[src/hdl/cache_status_pkg.sv]
package cache_status_pkg;

    // byte address and line geometry
    localparam int ADDR_WIDTH   = 32;
    localparam int OFFSET_WIDTH = 4;

    // 64 lines unless the top level is told otherwise
    localparam int DEFAULT_INDEX_WIDTH = 6;

    // whatever is left above index and offset is tag
    function automatic int tag_width(input int index_width);
        return ADDR_WIDTH - index_width - OFFSET_WIDTH;
    endfunction

    typedef logic [ADDR_WIDTH-1:0] addr_t;

endpackage : cache_status_pkg
[src/hdl/line_write_if.sv]
interface line_write_if #(
    parameter int INDEX_WIDTH = cache_status_pkg::DEFAULT_INDEX_WIDTH,
    parameter int TAG_WIDTH   = cache_status_pkg::tag_width(INDEX_WIDTH)
);

    // valid_we also loads the tag, which travels outside this bundle
    logic                   valid_we;
    logic                   dirty_we;
    logic [INDEX_WIDTH-1:0] index;
    logic                   valid_bit;
    logic                   dirty_bit;

    // the address split must leave room for both fields
    if (INDEX_WIDTH < 1 || TAG_WIDTH < 1) begin : g_bad_geometry
        $error("line_write_if: INDEX_WIDTH %0d and TAG_WIDTH %0d must be positive",
               INDEX_WIDTH, TAG_WIDTH);
    end

    modport source (
        output valid_we, dirty_we, index, valid_bit, dirty_bit
    );

    modport sink (
        input valid_we, dirty_we, index, valid_bit, dirty_bit
    );

endinterface : line_write_if

[src/hdl/cache_lookup.sv]
module cache_lookup #(
    parameter int  INDEX_WIDTH = cache_status_pkg::DEFAULT_INDEX_WIDTH,
    localparam int TAG_WIDTH   = cache_status_pkg::tag_width(INDEX_WIDTH)
) (
    input  logic                    clk_i,
    input  logic                    rst_n_i,

    // line update
    input  cache_status_pkg::addr_t wr_addr_i,
    input  logic                    wr_valid_we_i,
    input  logic                    wr_dirty_we_i,
    input  logic                    wr_valid_i,
    input  logic                    wr_dirty_i,

    input  cache_status_pkg::addr_t p0_addr_i,
    input  cache_status_pkg::addr_t p1_addr_i,
    input  logic                    p0_lookup_i,
    input  logic                    p1_lookup_i,

    output logic                    p0_resp_valid_o,
    output logic                    p0_hit_o,
    output logic                    p0_dirty_o,
    output logic [TAG_WIDTH-1:0]    p0_victim_tag_o,

    // snoop port
    output logic                    p1_resp_valid_o,
    output logic                    p1_hit_o,
    output logic                    p1_dirty_hit_o
);

    import cache_status_pkg::*;

    localparam int TAG_LSB = OFFSET_WIDTH + INDEX_WIDTH;

    logic [INDEX_WIDTH-1:0] p0_index;
    logic [INDEX_WIDTH-1:0] p1_index;
    logic [TAG_WIDTH-1:0]   wr_tag;
    logic [TAG_WIDTH-1:0]   p0_req_tag;
    logic [TAG_WIDTH-1:0]   p1_req_tag;
    logic [TAG_WIDTH-1:0]   p0_mem_tag;
    logic [TAG_WIDTH-1:0]   p1_mem_tag;
    logic                   p0_mem_valid;
    logic                   p0_mem_dirty;
    logic                   p1_mem_valid;
    logic                   p1_mem_dirty;

    line_write_if #(.INDEX_WIDTH(INDEX_WIDTH), .TAG_WIDTH(TAG_WIDTH)) wr_if ();

    assign wr_if.valid_we  = wr_valid_we_i;
    assign wr_if.dirty_we  = wr_dirty_we_i;
    assign wr_if.index     = wr_addr_i[OFFSET_WIDTH +: INDEX_WIDTH];
    assign wr_if.valid_bit = wr_valid_i;
    assign wr_if.dirty_bit = wr_dirty_i;
    assign wr_tag          = wr_addr_i[TAG_LSB +: TAG_WIDTH];

    // byte offset plays no part in the lookup
    assign p0_index   = p0_addr_i[OFFSET_WIDTH +: INDEX_WIDTH];
    assign p1_index   = p1_addr_i[OFFSET_WIDTH +: INDEX_WIDTH];
    assign p0_req_tag = p0_addr_i[TAG_LSB +: TAG_WIDTH];
    assign p1_req_tag = p1_addr_i[TAG_LSB +: TAG_WIDTH];

    status_memory #(.INDEX_WIDTH(INDEX_WIDTH)) u_status_memory (
        .clk_i      (clk_i),
        .rst_n_i    (rst_n_i),
        .wr         (wr_if.sink),
        .p0_index_i (p0_index),
        .p1_index_i (p1_index),
        .p0_read_i  (p0_lookup_i),
        .p1_read_i  (p1_lookup_i),
        .p0_valid_o (p0_mem_valid),
        .p0_dirty_o (p0_mem_dirty),
        .p1_valid_o (p1_mem_valid),
        .p1_dirty_o (p1_mem_dirty)
    );

    tag_memory #(.INDEX_WIDTH(INDEX_WIDTH), .TAG_WIDTH(TAG_WIDTH)) u_tag_memory (
        .clk_i      (clk_i),
        .wr         (wr_if.sink),
        .wr_tag_i   (wr_tag),
        .p0_index_i (p0_index),
        .p1_index_i (p1_index),
        .p0_read_i  (p0_lookup_i),
        .p1_read_i  (p1_lookup_i),
        .p0_tag_o   (p0_mem_tag),
        .p1_tag_o   (p1_mem_tag)
    );

    lookup_compare #(.TAG_WIDTH(TAG_WIDTH)) u_lookup_compare (
        .clk_i           (clk_i),
        .rst_n_i         (rst_n_i),
        .p0_req_tag_i    (p0_req_tag),
        .p1_req_tag_i    (p1_req_tag),
        .p0_read_i       (p0_lookup_i),
        .p1_read_i       (p1_lookup_i),
        .p0_valid_i      (p0_mem_valid),
        .p0_dirty_i      (p0_mem_dirty),
        .p1_valid_i      (p1_mem_valid),
        .p1_dirty_i      (p1_mem_dirty),
        .p0_tag_i        (p0_mem_tag),
        .p1_tag_i        (p1_mem_tag),
        .p0_resp_valid_o (p0_resp_valid_o),
        .p0_hit_o        (p0_hit_o),
        .p0_dirty_o      (p0_dirty_o),
        .p0_victim_tag_o (p0_victim_tag_o),
        .p1_resp_valid_o (p1_resp_valid_o),
        .p1_hit_o        (p1_hit_o),
        .p1_dirty_hit_o  (p1_dirty_hit_o)
    );

endmodule : cache_lookup

[src/hdl/lookup_compare.sv]
module lookup_compare #(
    parameter int TAG_WIDTH = cache_status_pkg::tag_width(cache_status_pkg::DEFAULT_INDEX_WIDTH)
) (
    input  logic                 clk_i,
    input  logic                 rst_n_i,

    input  logic [TAG_WIDTH-1:0] p0_req_tag_i,
    input  logic [TAG_WIDTH-1:0] p1_req_tag_i,
    input  logic                 p0_read_i,
    input  logic                 p1_read_i,

    input  logic                 p0_valid_i,
    input  logic                 p0_dirty_i,
    input  logic                 p1_valid_i,
    input  logic                 p1_dirty_i,
    input  logic [TAG_WIDTH-1:0] p0_tag_i,
    input  logic [TAG_WIDTH-1:0] p1_tag_i,

    output logic                 p0_resp_valid_o,
    output logic                 p0_hit_o,
    output logic                 p0_dirty_o,
    output logic [TAG_WIDTH-1:0] p0_victim_tag_o,

    output logic                 p1_resp_valid_o,
    output logic                 p1_hit_o,
    output logic                 p1_dirty_hit_o
);

    logic                 p0_read_q;
    logic                 p1_read_q;
    logic [TAG_WIDTH-1:0] p0_req_tag_q;
    logic [TAG_WIDTH-1:0] p1_req_tag_q;

    // line the request up with the memories' read data
    always_ff @(posedge clk_i) begin
        if (!rst_n_i) begin
            p0_read_q <= 1'b0;
            p1_read_q <= 1'b0;
        end else begin
            p0_read_q <= p0_read_i;
            p1_read_q <= p1_read_i;
        end
    end

    always_ff @(posedge clk_i) begin
        p0_req_tag_q <= p0_req_tag_i;
        p1_req_tag_q <= p1_req_tag_i;
    end

    assign p0_resp_valid_o = p0_read_q;
    assign p0_hit_o        = p0_read_q && p0_valid_i && (p0_tag_i == p0_req_tag_q);
    // a dirty miss means the victim must be written back
    assign p0_dirty_o      = p0_read_q && p0_valid_i && p0_dirty_i;
    assign p0_victim_tag_o = p0_tag_i;

    assign p1_resp_valid_o = p1_read_q;
    assign p1_hit_o        = p1_read_q && p1_valid_i && (p1_tag_i == p1_req_tag_q);
    // snoop needs data only from a dirty hit
    assign p1_dirty_hit_o  = p1_hit_o && p1_dirty_i;

    // a valid line always carries the tag written with it
    a_p0_compare_known : assert property (
        @(posedge clk_i) disable iff (!rst_n_i)
        (p0_read_q && p0_valid_i) |-> !$isunknown({p0_tag_i, p0_req_tag_q})
    );

    a_p1_compare_known : assert property (
        @(posedge clk_i) disable iff (!rst_n_i)
        (p1_read_q && p1_valid_i) |-> !$isunknown({p1_tag_i, p1_req_tag_q})
    );

endmodule : lookup_compare

[src/hdl/tag_memory.sv]
module tag_memory #(
    parameter int INDEX_WIDTH = cache_status_pkg::DEFAULT_INDEX_WIDTH,
    parameter int TAG_WIDTH   = cache_status_pkg::tag_width(INDEX_WIDTH)
) (
    input  logic                   clk_i,

    line_write_if.sink             wr,
    input  logic [TAG_WIDTH-1:0]   wr_tag_i,

    input  logic [INDEX_WIDTH-1:0] p0_index_i,
    input  logic [INDEX_WIDTH-1:0] p1_index_i,
    input  logic                   p0_read_i,
    input  logic                   p1_read_i,

    output logic [TAG_WIDTH-1:0]   p0_tag_o,
    output logic [TAG_WIDTH-1:0]   p1_tag_o
);

    localparam int DEPTH = 1 << INDEX_WIDTH;

    logic [TAG_WIDTH-1:0] tag_mem [DEPTH];

    // the tag is loaded together with the valid bit
    always_ff @(posedge clk_i) begin
        if (wr.valid_we) begin
            tag_mem[wr.index] <= wr_tag_i;
        end
    end

    // read registers hold their last value between strobes
    always_ff @(posedge clk_i) begin
        if (p0_read_i) begin
            p0_tag_o <= tag_mem[p0_index_i];
        end
    end

    always_ff @(posedge clk_i) begin
        if (p1_read_i) begin
            p1_tag_o <= tag_mem[p1_index_i];
        end
    end

endmodule : tag_memory

[src/hdl/status_memory.sv]
module status_memory #(
    parameter int INDEX_WIDTH = cache_status_pkg::DEFAULT_INDEX_WIDTH
) (
    input  logic                   clk_i,
    input  logic                   rst_n_i,

    line_write_if.sink             wr,

    input  logic [INDEX_WIDTH-1:0] p0_index_i,
    input  logic [INDEX_WIDTH-1:0] p1_index_i,
    input  logic                   p0_read_i,
    input  logic                   p1_read_i,

    output logic                   p0_valid_o,
    output logic                   p0_dirty_o,
    output logic                   p1_valid_o,
    output logic                   p1_dirty_o
);

    localparam int DEPTH = 1 << INDEX_WIDTH;

    logic [DEPTH-1:0] valid_mem;
    logic             dirty_mem [DEPTH];

    // every line starts invalid
    always_ff @(posedge clk_i) begin
        if (!rst_n_i) begin
            valid_mem <= '0;
        end else if (wr.valid_we) begin
            valid_mem[wr.index] <= wr.valid_bit;
        end
    end

    always_ff @(posedge clk_i) begin
        if (wr.dirty_we) begin
            dirty_mem[wr.index] <= wr.dirty_bit;
        end
    end

    // port 0 read sees the arrays as they were before this edge's write
    always_ff @(posedge clk_i) begin
        if (!rst_n_i) begin
            p0_valid_o <= 1'b0;
            p0_dirty_o <= 1'b0;
        end else if (p0_read_i) begin
            p0_valid_o <= valid_mem[p0_index_i];
            p0_dirty_o <= dirty_mem[p0_index_i];
        end
    end

    // port 1 read for the snoop side
    always_ff @(posedge clk_i) begin
        if (!rst_n_i) begin
            p1_valid_o <= 1'b0;
            p1_dirty_o <= 1'b0;
        end else if (p1_read_i) begin
            p1_valid_o <= valid_mem[p1_index_i];
            p1_dirty_o <= dirty_mem[p1_index_i];
        end
    end

    // an unknown write index would corrupt an arbitrary line
    a_wr_index_known : assert property (
        @(posedge clk_i) disable iff (!rst_n_i)
        (wr.valid_we || wr.dirty_we) |-> !$isunknown(wr.index)
    );

    a_p0_index_known : assert property (
        @(posedge clk_i) disable iff (!rst_n_i)
        p0_read_i |-> !$isunknown(p0_index_i)
    );

    a_p1_index_known : assert property (
        @(posedge clk_i) disable iff (!rst_n_i)
        p1_read_i |-> !$isunknown(p1_index_i)
    );

endmodule : status_memory

[config.mk]
export PLATFORM = sky130hd
export DESIGN_NAME = cache_lookup
export DESIGN_NICKNAME = d
export VERILOG_FILES = /design/src/hdl/cache_status_pkg.sv /design/src/hdl/line_write_if.sv /design/src/hdl/cache_lookup.sv /design/src/hdl/lookup_compare.sv /design/src/hdl/tag_memory.sv /design/src/hdl/status_memory.sv
export SDC_FILE = /design/constraint.sdc
export NUM_CORES = 2
export LEC_CHECK = 0
export ABC_CLOCK_PERIOD_IN_PS = 3500
export BUFFER_PORTS_ARGS = -buffer_cell sky130_fd_sc_hd__buf_2
export CORE_UTILIZATION = 60
export DETAILED_ROUTE_END_ITERATION = 8
export GPL_TIMING_DRIVEN = 0
export PLACE_DENSITY = 0.82
export SETUP_SLACK_MARGIN = 0.15
export SLEW_MARGIN = 20
export SYNTH_ARGS = -nofsm -noshare
export SYNTH_HDL_FRONTEND = slang
export SYNTH_SLANG_ARGS = --single-unit
[constraint.sdc]
create_clock -name clk_i -period 3.5 [get_ports clk_i]
set_clock_uncertainty 0.05 [all_clocks]
set_input_delay 0.35 -clock clk_i [delete_from_list [all_inputs] [get_ports clk_i]]
set_output_delay 0.35 -clock clk_i [all_outputs]
set_load 0.02 [all_outputs]
# Word-level counts from Yosys, hierarchy flattened
# Memory sizes are Yosys's and may differ from the RTL's. A register that Yosys moved wholly into a read port is not among the register bits.
# Cells that the tools add are included.
# word_totals
regBits,112
ramBits,1472
input_bits,104
out_inout_bits,28
wordCells,35
memories,2
# mem_list
name,depth,word_bits,read_ports,rd_clocked_by_memory_dff,write_ports,line,rtl
u_tag_memory.tag_mem,64,22,2,2,1,tag_memory.sv:21,logic [TAG_WIDTH-1:0] tag_mem [DEPTH];
u_status_memory.dirty_mem,64,1,2,2,1,status_memory.sv:23,logic dirty_mem [DEPTH];
# op_classes
n_lt_le_gt_ge,4
eq_ne,2
muxes,11
n_reduce_logical,9
# ops
op,count
bitwise mux 64 bit,1
== test 22 bit,2
"less-than comparator 6 x 7 -> 1 bit, second input constant",3
binary-select mux 1 bit (select 6 bit),2
logical AND 1 bit,7
two-way mux 1 bit,7
demux 1 bit (select 6 bit),1
">= comparator 6 x 1 -> 1 bit, second input constant",1
zero test 1 bit,2

# Logic depth before layout (Yosys ltp)
# logic_depth
depth_word,5
ltp_mapped,10
ltp_nobuf,5

# Modules after synthesis
# From an unflattened synthesis, not the netlist that was laid out.
# unflattened
cells_unflattened,4205
hier_area_um2,76006.6
# by_module_without_submodules
mod,n_inst,cells_each,area_per_inst_um2
tag_memory,1,3382,66887.9
status_memory,1,689,7511.0
lookup_compare,1,134,1607.8

# Worst setup path before layout
# OpenSTA, ideal clock, no wires.
# synth_timing
path_type,input port to flip-flop
startpoint,input wr_addr_i[8]
endpoint,memory u_tag_memory.tag_mem[16][0] (netlist name) (enable)
setup_ns,0.402
arrival_time_ns,2.678
slack_ns,0.370
path_stages,7
n_path_buf,4
path_cell_list,clkbuf_1 -> or3b_1 -> clkbuf_1 -> or2_2 -> clkbuf_1 -> clkbuf_1 -> nor2_1
# synth_lines
element,line,rtl
start: declaration,cache_lookup.sv:9,"input cache_status_pkg::addr_t wr_addr_i,"
end: declaration,tag_memory.sv:21,
# Straight into the memory's write port.

==> run_results.csv <==
group,metric,value,unit
clock_tree,cts-root-buf,"clkbuf_16",
route,first_pass_iters,7,
worst_setup_path,worstSetupStartpointType,"input pin",
run,maxCapViolations,0,
route,drt_iter0_drc,10500,
floorplan,die_area,0.126,mm²
clock_tree,cts_tree,"built",
route,wl_per_cell,47.3,µm
synthesis,synth-seq-cells,1630,
synthesis,synthesis.area,0.0745,mm²
layout,area_delta_synth_final,14.8,%
worst_setup_path,rr_worst_depth,4,
placed_design,io_buffers,101,
status,status,"finished, violations left",
route,via_per_inst,8.35,
global_route,grt_max_degree,65,
floorplan,ios,132,
floorplan,initial_core_util,60.8,%
placed_design,place_ws,-1170,ps
global_route,overflow,0,
pwr,peakVddDrop,591,µV
synthesis,syn_nets,3651,
route,drc,0,
global_route,grt_pass1_vias,46200,
sta,grt_setup_unrepaired,"true",
route,detail-route-antenna-nets,0,
synthesis,synth_ff_type,"edfxtp_1",
worst_setup_path,critical_path.startpoint,"p0_addr_i[7]",
pwr,p_per_area,519,mW/mm²
worst_setup_path,critical_path.endpoint,"u_tag_memory.p0_tag_o[20]",
worst_setup_path,crit_arrival,3990,ps
worst_setup_path,critical_path_class,"input pin to register",
route,wl,270000,µm
synthesis,synth_seq_area_share,64.2,%
synthesis,yosysUniqueCellTypes,37,
sta,drv_slew,0,
layout,final_net_count,4033,
clock_tree,clk_latency,840,ps
worst_setup_path,crit_slowest_cell,"buf_1",
worst_setup_path,r2r_setup_slack,640,ps
global_route,antenna_found_initial,26,
sta,worstMarginPinSlew,1310,ps
status,violations,"negative setup slack",
global_route,grt_pass1_wl,366000,µm
synthesis,synth_enable_flop_cells,1516,
clock_tree,clock_path_buffers,3,
hold_path,hold_class,"input pin to register",
floorplan,core,0.122,mm²
floorplan,die_h,354,µm
worst_setup_path,crit_fanout,12,
global_route,grt_usage,43.4,%
sta,layout_setup_ws,-67.1,ps
synthesis,yosysWarnings,0,
placed_design,dp_hpwl,172000,µm
layout,drive_gt1_share,40.7,%
clock_tree,clk_pin_slew,70,ps
placed_design,place_inst,5340,
route,vias,47700,
worst_setup_path,cp_data_required_time,3930,ps
synthesis,syn_avg_cell_area,21.0,µm²
worst_setup_path,crit_chain,"clkbuf_1 -> buf_1 -> buf_2 -> mux4_2 -> mux2i_1 -> o21ai_1",
sta,fmax,280,MHz
sta,min_period,3570,ps
worst_setup_path,slowest_delay,870,ps
sta,report.final.setup_viol,3,
worst_setup_path,endpoint_kind,"register",
worst_setup_path,r2r_start,"u_tag_memory.tag_mem[23][20]",
clock_tree,htree_levels,4,
synthesis,syn_inst,3547,
synthesis,synthArstFlopShare,0,%
clock_tree,cts_sinks,1630,
sta,finalHoldViolCount,0,
sta,timing.final.crit_share,102,%
placed_design,gp_congestion,1.01,
layout,stdcell_count,5709,
sta,slew_headroom,12.8,%
worst_setup_path,r2r-end,"u_tag_memory.p0_tag_o[20]",
clock_tree,cts-buffers-inserted,166,
floorplan,dieWidth,354,µm
pwr,cellLeakagePower,26.9,nW
floorplan,rows,128,
[cells by family (layout without fill, tap and decap cells)]
kind of cell	Yosys count	count (layout)	share of synthesized area, %
DFF	1630	1630	64.2
muxes	1045	1045	29.9
and+or+nand+nor	330	330	1.94
buffers and inverters	293	814	1.68
AOI/OAI and AO/OA	205	205	1.76
xor gates and xnor gates	44	44	0.518
other	0	16	0
[cell usage after synthesis (18+ instances only)]
cell type / count / area (µm²)
edfxtp_1: 1516 / 45500
mux4_2: 939 / 21100
clkbuf_1: 160 / 601
nor2_1: 135 / 507
nand2_1: 117 / 439
dfxtp_1: 114 / 2280
buf_2: 87 / 435
mux2i_1: 69 / 691
o21ai_0: 65 / 325
a21boi_0: 50 / 375
o21ai_1: 40 / 200
mux2_2: 37 / 417
xnor2_1: 32 / 280
buf_1: 28 / 105
nand4_1: 18 / 113
[where the power goes]
group / switching (W) / internal [W] / total, W
combinational: 0.00271 / 0.00157 / 0.00428
clock: 0.00793 / 0.0105 / 0.0185
sequential: 0.000131 / 0.0215 / 0.0216
total: 0.0108 / 0.0336 / 0.0444
[registers in the layout, indices dropped and copies added, names as in the netlist, 22 cells and up]
register / count
u_tag_memory.tag_mem: 1408
u_tag_memory.p1_tag_o: 22
u_lookup_compare.p0_req_tag_q: 22
u_status_memory.dirty_mem: 64
u_lookup_compare.p1_req_tag_q: 22
u_tag_memory.p0_tag_o: 22
u_status_memory.valid_mem: 64
[per-layer routing]
metal,GRT usage (%),routed length [µm]
met1,53.2,79900
met4,26.1,21900
met5,1.02,678
met2,60.1,113000
met3,24.4,54600
[timing repair]
action                                 4_1_cts  5_1_grt
setup buffers                                1        0
endpoints found under the hold margin      104        0
resized for setup                           44       78
setup endpoints to repair                   33       27
pin swaps                                    6        2
hold buffers                                45        0
[layout make-up]
cell class              instances  area, µm²
multi-input cells            1624      25900
flip-flops and latches       1630      47800
clock inverters                87        915
inverters                       8       30.0
fillers                      6912      36900
repair buffers                214       2730
plain buffers                 285       1360
diodes                         16       40.0
clock buffers                 220       4640
well taps                    1625       2030
[placed cells by master, fill, tap and decap left out, drive strengths merged, types with 3 or more instances in the layout]
| cell | n |
|---|---|
| or2 | 7 |
| nor4 | 4 |
| nor2 | 135 |
| dlygate4sd3 | 45 |
| xnor2 | 32 |
| nor2b | 14 |
| bufinv | 16 |
| clkinv | 58 |
| xor2 | 12 |
| a41oi | 4 |
| o211ai | 4 |
| or3b | 5 |
| edfxtp | 1516 |
| a21boi | 64 |
| nand3b | 7 |
| dfxtp | 114 |
| clkbuf | 383 |
| mux2i | 69 |
| mux4 | 939 |
| buf | 285 |
| o21ai | 105 |
| clkdlybuf4s15 | 6 |
| a22o | 16 |
| mux2 | 37 |
| nand4 | 18 |
| nand3 | 13 |
| clkinvlp | 7 |
| diode | 16 |
| nand2 | 117 |
| and2 | 3 |
| inv | 14 |
| a32o | 4 |
| a22oi | 8 |
[how the worst min path moves through the flow]
| stage | startpoint | endpoint | cells after the start |
|---|---|---|---|
| 2_1_floorplan | p0_addr_i[10] | u_lookup_compare.p0_req_tag_q[0] | 0 |
| 3_3_place_gp | p1_addr_i[18] | u_lookup_compare.p1_req_tag_q[8] | 1 |
| 3_5_place_dp | p0_addr_i[13] | u_lookup_compare.p0_req_tag_q[3] | 1 |
| 4_1_cts | rst_n_i | u_status_memory.valid_mem[0] | 2 |
| 5_1_grt | wr_addr_i[10] | u_tag_memory.tag_mem[5][0] | 1 |
| 6_report | wr_addr_i[10] | u_tag_memory.tag_mem[9][0] | 1 |
[through the flow]
step	total power [W]	TNS [ps]	utilization (%)	hold slack (ps)	area, µm²
after floorplan	0.0241	0	-	328	74500
after global placement	0.0258	-1520350	62.9	402	77000
after detailed placement	0.0259	-34820	64.7	404	79200
after CTS	0.0439	0	69.7	1.64	85300
after global routing	0.0448	-267	69.8	32.9	85500
final	0.0444	-116	69.9	32.3	85500
[critical path, delay by kind of cell]
| kind | cells | cell delay (ps) |
|---|---|---|
| multiplexers | 2 | 990 |
| buffers and inverters | 3 | 2310 |
| AO/OA/AOI/OAI | 1 | 320 |
Power figures use the tool's default switching activity.
